[src/rtl/midi_pkg.sv]
////////////////////////////////////////////////////////////////////////////
// MIDI wire-protocol types, decoded status nibbles
// default bit period for the 25 MHz system clock
////////////////////////////////////////////////////////////////////////////

package midi_pkg;

	////////////////////////////////////////////////////////////////////////////
	// byte level types
	////////////////////////////////////////////////////////////////////////////

	typedef logic [7:0] midi_byte_t;	// one serial frame payload
	typedef logic [6:0] data7_t;		// data byte, msb is always 0 on the wire
	typedef logic [3:0] channel_t;		// 0..15, front panels show 1..16

	////////////////////////////////////////////////////////////////////////////
	// channel voice commands, upper nibble of the status byte
	////////////////////////////////////////////////////////////////////////////

	localparam logic [3:0] STATUS_NOTE_OFF   = 4'h8;	// key, release velocity
	localparam logic [3:0] STATUS_NOTE_ON    = 4'h9;	// key, velocity (0 = off)
	localparam logic [3:0] STATUS_PITCH_BEND = 4'hE;	// lsb, msb

	// 0xF0..0xF7 sysex and system common, 0xF8..0xFF realtime

	////////////////////////////////////////////////////////////////////////////
	// serial timing
	////////////////////////////////////////////////////////////////////////////

	// 25e6 / 31250 baud
	localparam int BAUD_CLKS_DEFAULT = 800;

endpackage

[src/rtl/synth_pkg.sv]
////////////////////////////////////////////////////////////////////////////
// voice side types for the synth control path
// pitch bend center value, default voice count
////////////////////////////////////////////////////////////////////////////

package synth_pkg;

	// per key values as handed to the voice table
	typedef logic [6:0] key_t;		// note number, 60 = middle c
	typedef logic [6:0] velocity_t;	// 1..127, 0 only ever means release

	// pitch wheel, 14 bits assembled from two data bytes
	typedef logic [13:0] pitch_t;

	////////////////////////////////////////////////////////////////////////////
	// defaults
	////////////////////////////////////////////////////////////////////////////

	// wheel at rest
	localparam pitch_t PITCH_CENTER = 14'h2000;

	// slots in the voice table when the top level does not say otherwise
	localparam int VOICES_DEFAULT = 8;

endpackage

[src/rtl/midi_bit_timer.sv]
////////////////////////////////////////////////////////////////////////////
// bit period down-counter, gives the mid-bit sample strobes
////////////////////////////////////////////////////////////////////////////
`timescale 1ns/1ns

module midi_bit_timer
	import midi_pkg::*;
#(
	parameter int CLKS_PER_BIT = BAUD_CLKS_DEFAULT
) (
	input  logic CLOCK_25,
	input  logic reset1,
	input  logic sample_start,	// start edge seen, realign
	output logic bit_tick		// mid-bit strobe
);

	localparam int CNT_W = $clog2(CLKS_PER_BIT);
	localparam logic [CNT_W-1:0] HALF_LOAD = CNT_W'(CLKS_PER_BIT / 2 - 1);
	localparam logic [CNT_W-1:0] FULL_LOAD = CNT_W'(CLKS_PER_BIT - 1);

	logic [CNT_W-1:0] cnt;
	logic running;		// set by the first start edge
	logic first_half;	// between sample_start and the first tick

	assign bit_tick = running && (cnt == '0);

	always_ff @(posedge CLOCK_25) begin
		if (!reset1) begin
			cnt        <= '0;
			running    <= 1'b0;
			first_half <= 1'b0;
		end else if (sample_start) begin
			cnt        <= HALF_LOAD;	// land in the middle of the start bit
			running    <= 1'b1;
			first_half <= 1'b1;
		end else if (bit_tick) begin
			cnt        <= FULL_LOAD;
			first_half <= 1'b0;
		end else if (running) begin
			cnt <= cnt - 1'b1;
		end
	end

	// receiver must not realign before it has even sampled the start bit
	a_no_restart_in_half: assert property (@(posedge CLOCK_25) disable iff (!reset1)
		first_half |-> !sample_start);

endmodule

[src/rtl/midi_rx.sv]
////////////////////////////////////////////////////////////////////////////
// MIDI serial receiver, 8N1 lsb first
// input sync, start detect, shift register and stop-bit check
////////////////////////////////////////////////////////////////////////////
`timescale 1ns/1ns

module midi_rx
	import midi_pkg::*;
(
	input  logic       CLOCK_25,
	input  logic       reset1,
	input  logic       midi_rxd,		// from the opto, idle high
	input  logic       bit_tick,		// mid-bit strobe from the timer
	output logic       sample_start,	// restart the timer
	output logic       byte_valid,		// one cycle, rx_byte good
	output midi_byte_t rx_byte
);

	typedef enum logic [1:0] {
		RX_IDLE,
		RX_START,
		RX_DATA,
		RX_STOP
	} rx_state_t;

	rx_state_t state;

	logic rxd_meta;		// first sync stage
	logic rxd_sync;
	logic rxd_prev;		// for the falling edge
	logic [2:0] bit_cnt;
	midi_byte_t shreg;

	////////////////////////////////////////////////////////////////////////////
	// synchronizer and start edge
	////////////////////////////////////////////////////////////////////////////

	always_ff @(posedge CLOCK_25) begin
		if (!reset1) begin
			rxd_meta <= 1'b1;	// line idles high
			rxd_sync <= 1'b1;
			rxd_prev <= 1'b1;
		end else begin
			rxd_meta <= midi_rxd;
			rxd_sync <= rxd_meta;
			rxd_prev <= rxd_sync;
		end
	end

	assign sample_start = (state == RX_IDLE) && rxd_prev && !rxd_sync;

	////////////////////////////////////////////////////////////////////////////
	// frame FSM
	////////////////////////////////////////////////////////////////////////////

	always_ff @(posedge CLOCK_25) begin
		if (!reset1) begin
			state      <= RX_IDLE;
			bit_cnt    <= '0;
			byte_valid <= 1'b0;
		end else begin
			byte_valid <= 1'b0;
			case (state)
				RX_IDLE: if (sample_start) state <= RX_START;
				RX_START: if (bit_tick) begin
					bit_cnt <= '0;
					state   <= rxd_sync ? RX_IDLE : RX_DATA;	// glitch, drop it
				end
				RX_DATA: if (bit_tick) begin
					bit_cnt <= bit_cnt + 1'b1;
					if (bit_cnt == 3'd7) state <= RX_STOP;
				end
				RX_STOP: if (bit_tick) begin
					byte_valid <= rxd_sync;	// framing error gives no pulse
					state      <= RX_IDLE;
				end
				default: state <= RX_IDLE;
			endcase
		end
	end

	// data shifts in from the top, lsb first on the wire
	always_ff @(posedge CLOCK_25) begin
		if (state == RX_DATA && bit_tick) shreg <= {rxd_sync, shreg[7:1]};
	end

	assign rx_byte = shreg;	// stable until the next frame's first data bit

	// ten bit periods per frame, a pulse can never stretch
	a_valid_single: assert property (@(posedge CLOCK_25) disable iff (!reset1)
		byte_valid |=> !byte_valid);

endmodule

[src/rtl/midi_parser.sv]
////////////////////////////////////////////////////////////////////////////
// MIDI message parser, running status and channel filter
// note on / note off events, pitch bend register
////////////////////////////////////////////////////////////////////////////
`timescale 1ns/1ns

module midi_parser
	import midi_pkg::*;
	import synth_pkg::*;
(
	input  logic       CLOCK_25,
	input  logic       reset1,
	input  channel_t   midi_ch,			// channel we listen on
	input  logic       byte_valid,
	input  midi_byte_t rx_byte,
	output logic       note_on_evt,		// one cycle pulses
	output logic       note_off_evt,
	output key_t       event_key,
	output velocity_t  event_vel,
	output pitch_t     pitch_val
);

	typedef enum logic [1:0] {
		P_NO_STATUS,	// nothing to run on, data bytes dropped
		P_WAIT_D1,
		P_WAIT_D2
	} parse_state_t;

	parse_state_t state;

	logic [3:0] cur_cmd;	// running status, command nibble
	channel_t   cur_ch;		// and its channel
	data7_t     data1;		// first data byte of a two byte message

	logic is_realtime;
	logic is_system;
	logic is_status;
	logic one_data;
	logic ch_match;
	logic data_byte;
	logic msg_done;
	logic vel_zero;

	////////////////////////////////////////////////////////////////////////////
	// byte classification
	////////////////////////////////////////////////////////////////////////////

	always_comb begin
		is_realtime = (rx_byte[7:3] == 5'b11111);	// f8..ff, pass straight over
		is_system   = (rx_byte[7:4] == 4'hF);		// sysex / common, kills status
		is_status   = rx_byte[7];
		one_data    = (cur_cmd[3:1] == 3'b110);		// program change, chan pressure
		ch_match    = (cur_ch == midi_ch);
		data_byte   = byte_valid && !rx_byte[7];
		vel_zero    = (rx_byte[6:0] == 7'd0);

		// last data byte of the current message
		msg_done = data_byte && ((state == P_WAIT_D2) || (state == P_WAIT_D1 && one_data));
	end

	////////////////////////////////////////////////////////////////////////////
	// running status FSM and events
	////////////////////////////////////////////////////////////////////////////

	always_ff @(posedge CLOCK_25) begin
		if (!reset1) begin
			state        <= P_NO_STATUS;
			cur_cmd      <= '0;
			cur_ch       <= '0;
			note_on_evt  <= 1'b0;
			note_off_evt <= 1'b0;
			pitch_val    <= PITCH_CENTER;
		end else begin
			note_on_evt  <= 1'b0;
			note_off_evt <= 1'b0;

			if (byte_valid && !is_realtime) begin
				if (is_system) begin
					state <= P_NO_STATUS;
				end else if (is_status) begin
					cur_cmd <= rx_byte[7:4];	// other channels tracked too
					cur_ch  <= rx_byte[3:0];
					state   <= P_WAIT_D1;
				end else if (state == P_WAIT_D1 && !one_data) begin
					state <= P_WAIT_D2;
				end else if (state == P_WAIT_D2) begin
					state <= P_WAIT_D1;	// next data byte reuses the status
				end
			end

			if (msg_done && ch_match) begin
				if (cur_cmd == STATUS_NOTE_ON && !vel_zero) note_on_evt <= 1'b1;
				if (cur_cmd == STATUS_NOTE_OFF || (cur_cmd == STATUS_NOTE_ON && vel_zero))
					note_off_evt <= 1'b1;	// velocity 0 note on is a release
				if (cur_cmd == STATUS_PITCH_BEND)
					pitch_val <= (pitch_t'(rx_byte[6:0]) << 7) + pitch_t'(data1);
			end
		end
	end

	// payload registers
	always_ff @(posedge CLOCK_25) begin
		if (data_byte && state == P_WAIT_D1) data1 <= rx_byte[6:0];
		if (msg_done) begin
			event_key <= data1;
			event_vel <= rx_byte[6:0];
		end
	end

	a_evt_exclusive: assert property (@(posedge CLOCK_25) disable iff (!reset1)
		!(note_on_evt && note_off_evt));

endmodule

[src/rtl/voice_alloc.sv]
////////////////////////////////////////////////////////////////////////////
// voice table, maps held keys to voice slots
// keys_on mask and active key count
////////////////////////////////////////////////////////////////////////////
`timescale 1ns/1ns

module voice_alloc
	import synth_pkg::*;
#(
	parameter int VOICES = VOICES_DEFAULT
) (
	input  logic                   CLOCK_25,
	input  logic                   reset1,
	input  logic                   note_on_evt,
	input  logic                   note_off_evt,
	input  key_t                   event_key,
	input  velocity_t              event_vel,
	output logic [VOICES-1:0]      keys_on,		// one bit per slot
	output logic [$clog2(VOICES):0] active_keys	// 0..VOICES
);

	localparam int IDX_W = (VOICES > 1) ? $clog2(VOICES) : 1;

	key_t      slot_key [VOICES];
	velocity_t slot_vel [VOICES];

	logic [VOICES-1:0] hit;			// slot holds event_key
	logic [VOICES-1:0] vel_zero;
	logic              hit_any;
	logic              free_any;
	logic [IDX_W-1:0]  hit_idx;
	logic [IDX_W-1:0]  free_idx;

	////////////////////////////////////////////////////////////////////////////
	// lookup, lowest index wins
	////////////////////////////////////////////////////////////////////////////

	always_comb begin
		hit_any  = 1'b0;
		free_any = 1'b0;
		hit_idx  = '0;
		free_idx = '0;
		// walk down so the lowest slot is the last one written
		for (int i = VOICES - 1; i >= 0; i--) begin
			hit[i]      = keys_on[i] && (slot_key[i] == event_key);
			vel_zero[i] = (slot_vel[i] == '0);
			if (hit[i]) begin
				hit_any = 1'b1;
				hit_idx = IDX_W'(i);
			end
			if (!keys_on[i]) begin
				free_any = 1'b1;
				free_idx = IDX_W'(i);
			end
		end
	end

	////////////////////////////////////////////////////////////////////////////
	// slot flags and count
	////////////////////////////////////////////////////////////////////////////

	always_ff @(posedge CLOCK_25) begin
		if (!reset1) begin
			keys_on     <= '0;
			active_keys <= '0;
		end else if (note_on_evt && !hit_any && free_any) begin
			keys_on[free_idx] <= 1'b1;	// new key, table full drops it
			active_keys       <= active_keys + 1'b1;
		end else if (note_off_evt && hit_any) begin
			keys_on[hit_idx] <= 1'b0;	// unknown key off is ignored
			active_keys      <= active_keys - 1'b1;
		end
	end

	// key / velocity store
	always_ff @(posedge CLOCK_25) begin
		if (note_on_evt) begin
			if (hit_any) begin
				slot_vel[hit_idx] <= event_vel;	// retrigger in place
			end else if (free_any) begin
				slot_key[free_idx] <= event_key;
				slot_vel[free_idx] <= event_vel;
			end
		end
	end

	a_count_matches: assert property (@(posedge CLOCK_25) disable iff (!reset1)
		active_keys == $countones(keys_on));

	// parser turns a zero velocity note on into a release, so none is stored
	a_no_silent_voice: assert property (@(posedge CLOCK_25) disable iff (!reset1)
		(keys_on & vel_zero) == '0);

endmodule

[src/rtl/synth_ctrl_top.sv]
////////////////////////////////////////////////////////////////////////////
// MIDI input front end, receiver to parser to voice table
////////////////////////////////////////////////////////////////////////////
`timescale 1ns/1ns

module synth_ctrl_top
	import midi_pkg::*;
	import synth_pkg::*;
#(
	parameter int CLKS_PER_BIT = BAUD_CLKS_DEFAULT,
	parameter int VOICES       = VOICES_DEFAULT
) (
	input  logic                    CLOCK_25,
	input  logic                    reset1,
	input  logic                    midi_rxd,
	input  channel_t                midi_ch,
	output logic [VOICES-1:0]       keys_on,
	output logic [$clog2(VOICES):0] active_keys,
	output pitch_t                  pitch_val
);

	logic       bit_tick;
	logic       sample_start;
	logic       byte_valid;
	midi_byte_t rx_byte;
	logic       note_on_evt;
	logic       note_off_evt;
	key_t       event_key;
	velocity_t  event_vel;

	midi_bit_timer #(.CLKS_PER_BIT(CLKS_PER_BIT)) u_bit_timer (
		.CLOCK_25     (CLOCK_25),
		.reset1       (reset1),
		.sample_start (sample_start),
		.bit_tick     (bit_tick)
	);

	midi_rx u_rx (
		.CLOCK_25     (CLOCK_25),
		.reset1       (reset1),
		.midi_rxd     (midi_rxd),
		.bit_tick     (bit_tick),
		.sample_start (sample_start),
		.byte_valid   (byte_valid),
		.rx_byte      (rx_byte)
	);

	midi_parser u_parser (
		.CLOCK_25     (CLOCK_25),
		.reset1       (reset1),
		.midi_ch      (midi_ch),
		.byte_valid   (byte_valid),
		.rx_byte      (rx_byte),
		.note_on_evt  (note_on_evt),
		.note_off_evt (note_off_evt),
		.event_key    (event_key),
		.event_vel    (event_vel),
		.pitch_val    (pitch_val)		// straight to the engine
	);

	voice_alloc #(.VOICES(VOICES)) u_voice_alloc (
		.CLOCK_25     (CLOCK_25),
		.reset1       (reset1),
		.note_on_evt  (note_on_evt),
		.note_off_evt (note_off_evt),
		.event_key    (event_key),
		.event_vel    (event_vel),
		.keys_on      (keys_on),
		.active_keys  (active_keys)
	);

endmodule

[config.mk]
export PLATFORM = sky130hd
export DESIGN_NAME = synth_ctrl_top
export DESIGN_NICKNAME = d
export VERILOG_FILES = /design/src/rtl/midi_pkg.sv /design/src/rtl/synth_pkg.sv /design/src/rtl/midi_bit_timer.sv /design/src/rtl/midi_rx.sv /design/src/rtl/midi_parser.sv /design/src/rtl/voice_alloc.sv /design/src/rtl/synth_ctrl_top.sv
export SDC_FILE = /design/constraint.sdc
export NUM_CORES = 1
export LEC_CHECK = 0
export BUFFER_PORTS_ARGS = -buffer_cell sky130_fd_sc_hd__buf_2
export CAP_MARGIN = 0
export CELL_PAD_IN_SITES_DETAIL_PLACEMENT = 0
export CELL_PAD_IN_SITES_GLOBAL_PLACEMENT = 1
export CORE_ASPECT_RATIO = 1.1
export CORE_MARGIN = 5
export CORE_UTILIZATION = 49
export CTS_BUF_LIST = sky130_fd_sc_hd__clkbuf_16
export CTS_CLUSTER_DIAMETER = 40
export CTS_CLUSTER_SIZE = 40
export DETAILED_ROUTE_END_ITERATION = 6
export PLACE_DENSITY_LB_ADDON = 0.1
export SYNTH_ARGS = -nofsm -noshare
export SYNTH_HDL_FRONTEND = slang
export SYNTH_SLANG_ARGS = --single-unit
[constraint.sdc]
create_clock -name CLOCK_25 -period 4.05 [get_ports CLOCK_25]
set_input_delay 0.81 -clock CLOCK_25 [delete_from_list [all_inputs] [get_ports CLOCK_25]]
set_output_delay 0.81 -clock CLOCK_25 [all_outputs]
set_load 0.02 [all_outputs]
==> impl_summary.log <==
[metrics] run status: complete, no violations
[metrics] share of synthesized area occupied by flip-flops and latches: 0.6088
[metrics] drt via density: 5.478
[metrics] unique cell type count in the Yosys netlist: 52
[metrics] Total Die Area: approximately 14000 um^2
[metrics] clock-pin slew reported for the worst setup and hold paths after clock tree synthesis: around 60 ps
[metrics] synthesized area per cell: approximately 12 um^2
[metrics] Post-synth EDFFs: 78
[metrics] root cell of the clock tree: clkbuf_16
[metrics] number of clock buffers inserted by TritonCTS: 17
[metrics] PwrDens: 449.3 nW/um^2
[metrics] final-stage net count: approximately 540
[metrics] final clock skew: between 9 and 10 ps
[metrics] cell area after technology mapping: approximately 5800 um^2
[metrics] Area growth syn-to-layout: 15.37%
[metrics] Max rail drop VDD: between 0.0002 and 0.0003 V
[metrics] antenna violations before repair: 0
[metrics] Slew headroom: 0.4122
[metrics] initial core utilization: 0.5008
[metrics] warning count from the yosys run: 0
[metrics] commonest non-fill, non-tap cells in the layout: 78 x edfxtp_1, 58 x dfxtp_1, 57 x nor2_1
[metrics] pin count of the biggest net entering global routing: 38
[metrics] startpoint of the worst setup timing path: u_parser.event_key[6]$_DFFE_PP_
[metrics] post-detail-place hpwl: between 8000 and 9000 um
[metrics] width of the chip: 113.3 um
[metrics] ratio of final minimum period to clock period: 0.7866
[metrics] last element of the critical path: u_voice_alloc.active_keys[3]$_SDFFE_PN0P_
[metrics] worst path arrival time: 3450 ps
[metrics] hold violation count in the final report: 0
[metrics] flip-flop and latch count after synthesis: 136
[metrics] final global-route overflow total: 0
[metrics] core area: between 10000 and 15000 um^2
[metrics] aggregate routed wire length: 11790 um
[metrics] met1 routed wirelength after detailed routing: 5186 um
[metrics] Async SR Flop Fraction: 0
[metrics] element type at the critical path start: register
[metrics] Crit Path Category: register to register
[metrics] clock latency at the later pin of the worst-skew pair: 410 ps
[metrics] transition time of the tightest slew-check pin: 878.4 ps
[metrics] highest routed layer: met4
[metrics] post-synthesis cell count: 483
[metrics] number of resized instances in the post-cts repair step: 0
[metrics] required time of the critical path: 4320 ps
[metrics] drt wl/cell: 17.11 um
[metrics] total of buffers placed on input and output ports: 32
[metrics] count of hold buffers inserted by post-cts repair: 0
[metrics] first-pass iteration count of the detailed router: 5
[metrics] Post-CTS Setup Repair Bufs: 0
[metrics] site row count: just over 40
[metrics] number of sinks on the clock net: 136
[metrics] max-cap violation count: 0
[metrics] leading register cell type out of synthesis: edfxtp_1
[metrics] wire length of the first global-routing pass: approximately 19000 um
[metrics] Overall Global Routing Usage: 0.1797
[metrics] worst reg2reg endpoint: u_voice_alloc.active_keys[3]$_SDFFE_PN0P_
[metrics] Die Span Y: 123.7 um
[metrics] buffer depth of the longest clock path: 2
[metrics] Final setup viols: 0
[metrics] WL met2: 5763 um
[metrics] global placer's final weighted congestion: 0.9499
[metrics] Layout Utilization: 0.5777
[metrics] achievable frequency: 0.3139 GHz
[metrics] number of vias in the routed layout: roughly 3800
[metrics] Ant. Diodes: 0
[metrics] Fill cells: 993
[metrics] RSZ-0062 raised after global routing: no
[metrics] startpoint of the worst-slack reg-to-reg timing path: u_parser.event_key[6]$_DFFE_PP_
[metrics] via count of the first global-routing pass: 3585
[metrics] number of placed I/O pins: 33
[metrics] Final Max Tran Viols: 0
[metrics] R2R cell count: 11
[metrics] TNS Setup: 0 ps
[metrics] H-tree level count: 4
[metrics] cell leakage power: roughly 2.3 nW
[metrics] remaining routing DRC violations: 0
[metrics] CTS tree: built
[metrics] met3 routed wirelength: roughly 640 um
[metrics] post-synthesis net count: 495
[metrics] leading cell type in the layout, fill and taps excluded: edfxtp_1
[metrics] total power after layout: about 0.0030 W
[metrics] dpl ws: around 900 ps
[metrics] register-to-register setup slack: 860 ps
[metrics] Tightest Hold Check Type: register to register
[metrics] maximum fanout along the worst path: 16
[metrics] final period demand of the worst path: about 3200 ps
[metrics] antenna-violating nets left: 0
[metrics] number of DRC markers in iteration 0: 170
[metrics] fraction of final layout cells with drive strength greater than 1: 0.1651
[metrics] critical path capture point type: register
[metrics] setup slack after layout: 864.4 ps
-- sequential cells by signal (all words and copies together), names as in the netlist, named ones only --
| register | count |
|---|---|
| u_bit_timer.cnt | 10 |
| u_bit_timer.running | 1 |
| u_parser.cur_ch | 4 |
| u_parser.cur_cmd | 4 |
| u_parser.data1 | 7 |
| u_parser.event_key | 7 |
| u_parser.note_off_evt | 1 |
| u_parser.note_on_evt | 1 |
| u_parser.pitch_val | 14 |
| u_parser.state | 2 |
| u_rx.bit_cnt | 3 |
| u_rx.byte_valid | 1 |
| u_rx.rx_byte | 8 |
| u_rx.rxd_meta | 1 |
| u_rx.rxd_prev | 1 |
| u_rx.rxd_sync | 1 |
| u_rx.state | 1 |
| u_voice_alloc.active_keys | 4 |
| u_voice_alloc.keys_on | 8 |
| u_voice_alloc.slot_key | 56 |
-- worst min path at each step --
stage | startpoint | end | cells after the start
2_1_floorplan | u_rx.rxd_meta$_SDFF_PN1_ | u_rx.rxd_sync$_SDFF_PN1_ | 1
3_3_place_gp | u_rx.rxd_meta$_SDFF_PN1_ | u_rx.rxd_sync$_SDFF_PN1_ | 1
3_5_place_dp | u_rx.rxd_meta$_SDFF_PN1_ | u_rx.rxd_sync$_SDFF_PN1_ | 1
4_1_cts | u_rx.rxd_meta$_SDFF_PN1_ | u_rx.rxd_sync$_SDFF_PN1_ | 1
5_1_grt | u_rx.rxd_meta$_SDFF_PN1_ | u_rx.rxd_sync$_SDFF_PN1_ | 1
6_report | u_rx.rxd_meta$_SDFF_PN1_ | u_rx.rxd_sync$_SDFF_PN1_ | 1
-- critical path, stage by stage, from the launching register on --
cell and delay, ps:
edfxtp_1 640, xnor2_1 400, nand4_1 150, or2_2 350, and4_4 220, and3_4 210, inv_2 150, ha_1 290
a31oi_1 170, and4b_1 220, nor3_1 170, nor3_1 70
-- final cells by class --
type / instances / area [um^2] / area share
sequential: 136 / 3503 / 0.5277
multi-input combinational: 319 / 2112 / 0.3181
clock buffer: 18 / 450.4 / 0.06785
timing repair buffer: 40 / 220.2 / 0.03317
tap: 150 / 187.7 / 0.02827
clock inverter: 14 / 120.1 / 0.01809
inverter: 12 / 45.04 / 0.006785
-- where the power goes --
group / internal, W / switching, W / total (W)
Clock: 0.000881 / 0.000575 / 0.00146
Sequential: 0.00146 / 0.0000117 / 0.00147
Combinational: 0.0000228 / 0.0000360 / 0.0000589
-- synth_stat cells (2+ instances only) --
master,n,area share
a21oi_1,24,0.021
a22oi_1,3,0.0039
a31oi_1,2,0.0022
buf_4,6,0.0078
buf_6,2,0.0039
clkbuf_1,6,0.0039
dfxtp_1,58,0.20
edfxtp_1,78,0.41
ha_1,5,0.011
inv_1,10,0.0065
inv_2,2,0.0013
mux2i_1,21,0.037
nand2_1,32,0.021
nand2b_1,5,0.0054
nand3_1,5,0.0043
nand3b_1,2,0.0026
nand4_1,16,0.017
nor2_1,57,0.037
nor2b_1,3,0.0033
nor3_1,15,0.013
nor3b_1,4,0.0052
nor4_1,8,0.0087
nor4_2,2,0.0043
o21a_1,4,0.0052
o21ai_0,13,0.011
o221a_2,6,0.012
or2_2,2,0.0022
or3_1,2,0.0022
or4_1,2,0.0026
or4b_2,2,0.0035
xnor2_1,41,0.062
xor2_1,25,0.038
-- stage by stage --
stage	cell area, um^2	hold WS (ps)	instances
detailed placement	6068	402.2	657
floorplan	5754	386.3	483
global route	6639	423.4	689
CTS	6639	415.2	689
finish	6639	410.6	689
global placement	6068	393.5	657
-- routing by layer --
layer,global-route usage,up-vias
li1,-,1833
met5,0,-
met4,0.05935,0
met2,0.3004,114
met3,0.04713,23
met1,0.2293,1804
-- logic make-up (layout without fill, tap and decap cells) --
group | count (synthesis) | after routing | share of synthesized area
AO/OA/AOI/OAI | 61 | 61 | 0.06828
flip-flops | 136 | 136 | 0.6088
adder cells (fa/ha/maj) | 5 | 5 | 0.01087
AND/OR/NAND/NOR | 166 | 166 | 0.1500
XOR/XNOR | 66 | 66 | 0.1005
buffers and inverters | 28 | 84 | 0.02500
multiplexers | 21 | 21 | 0.03653
(Power assumes the default switching activity.)
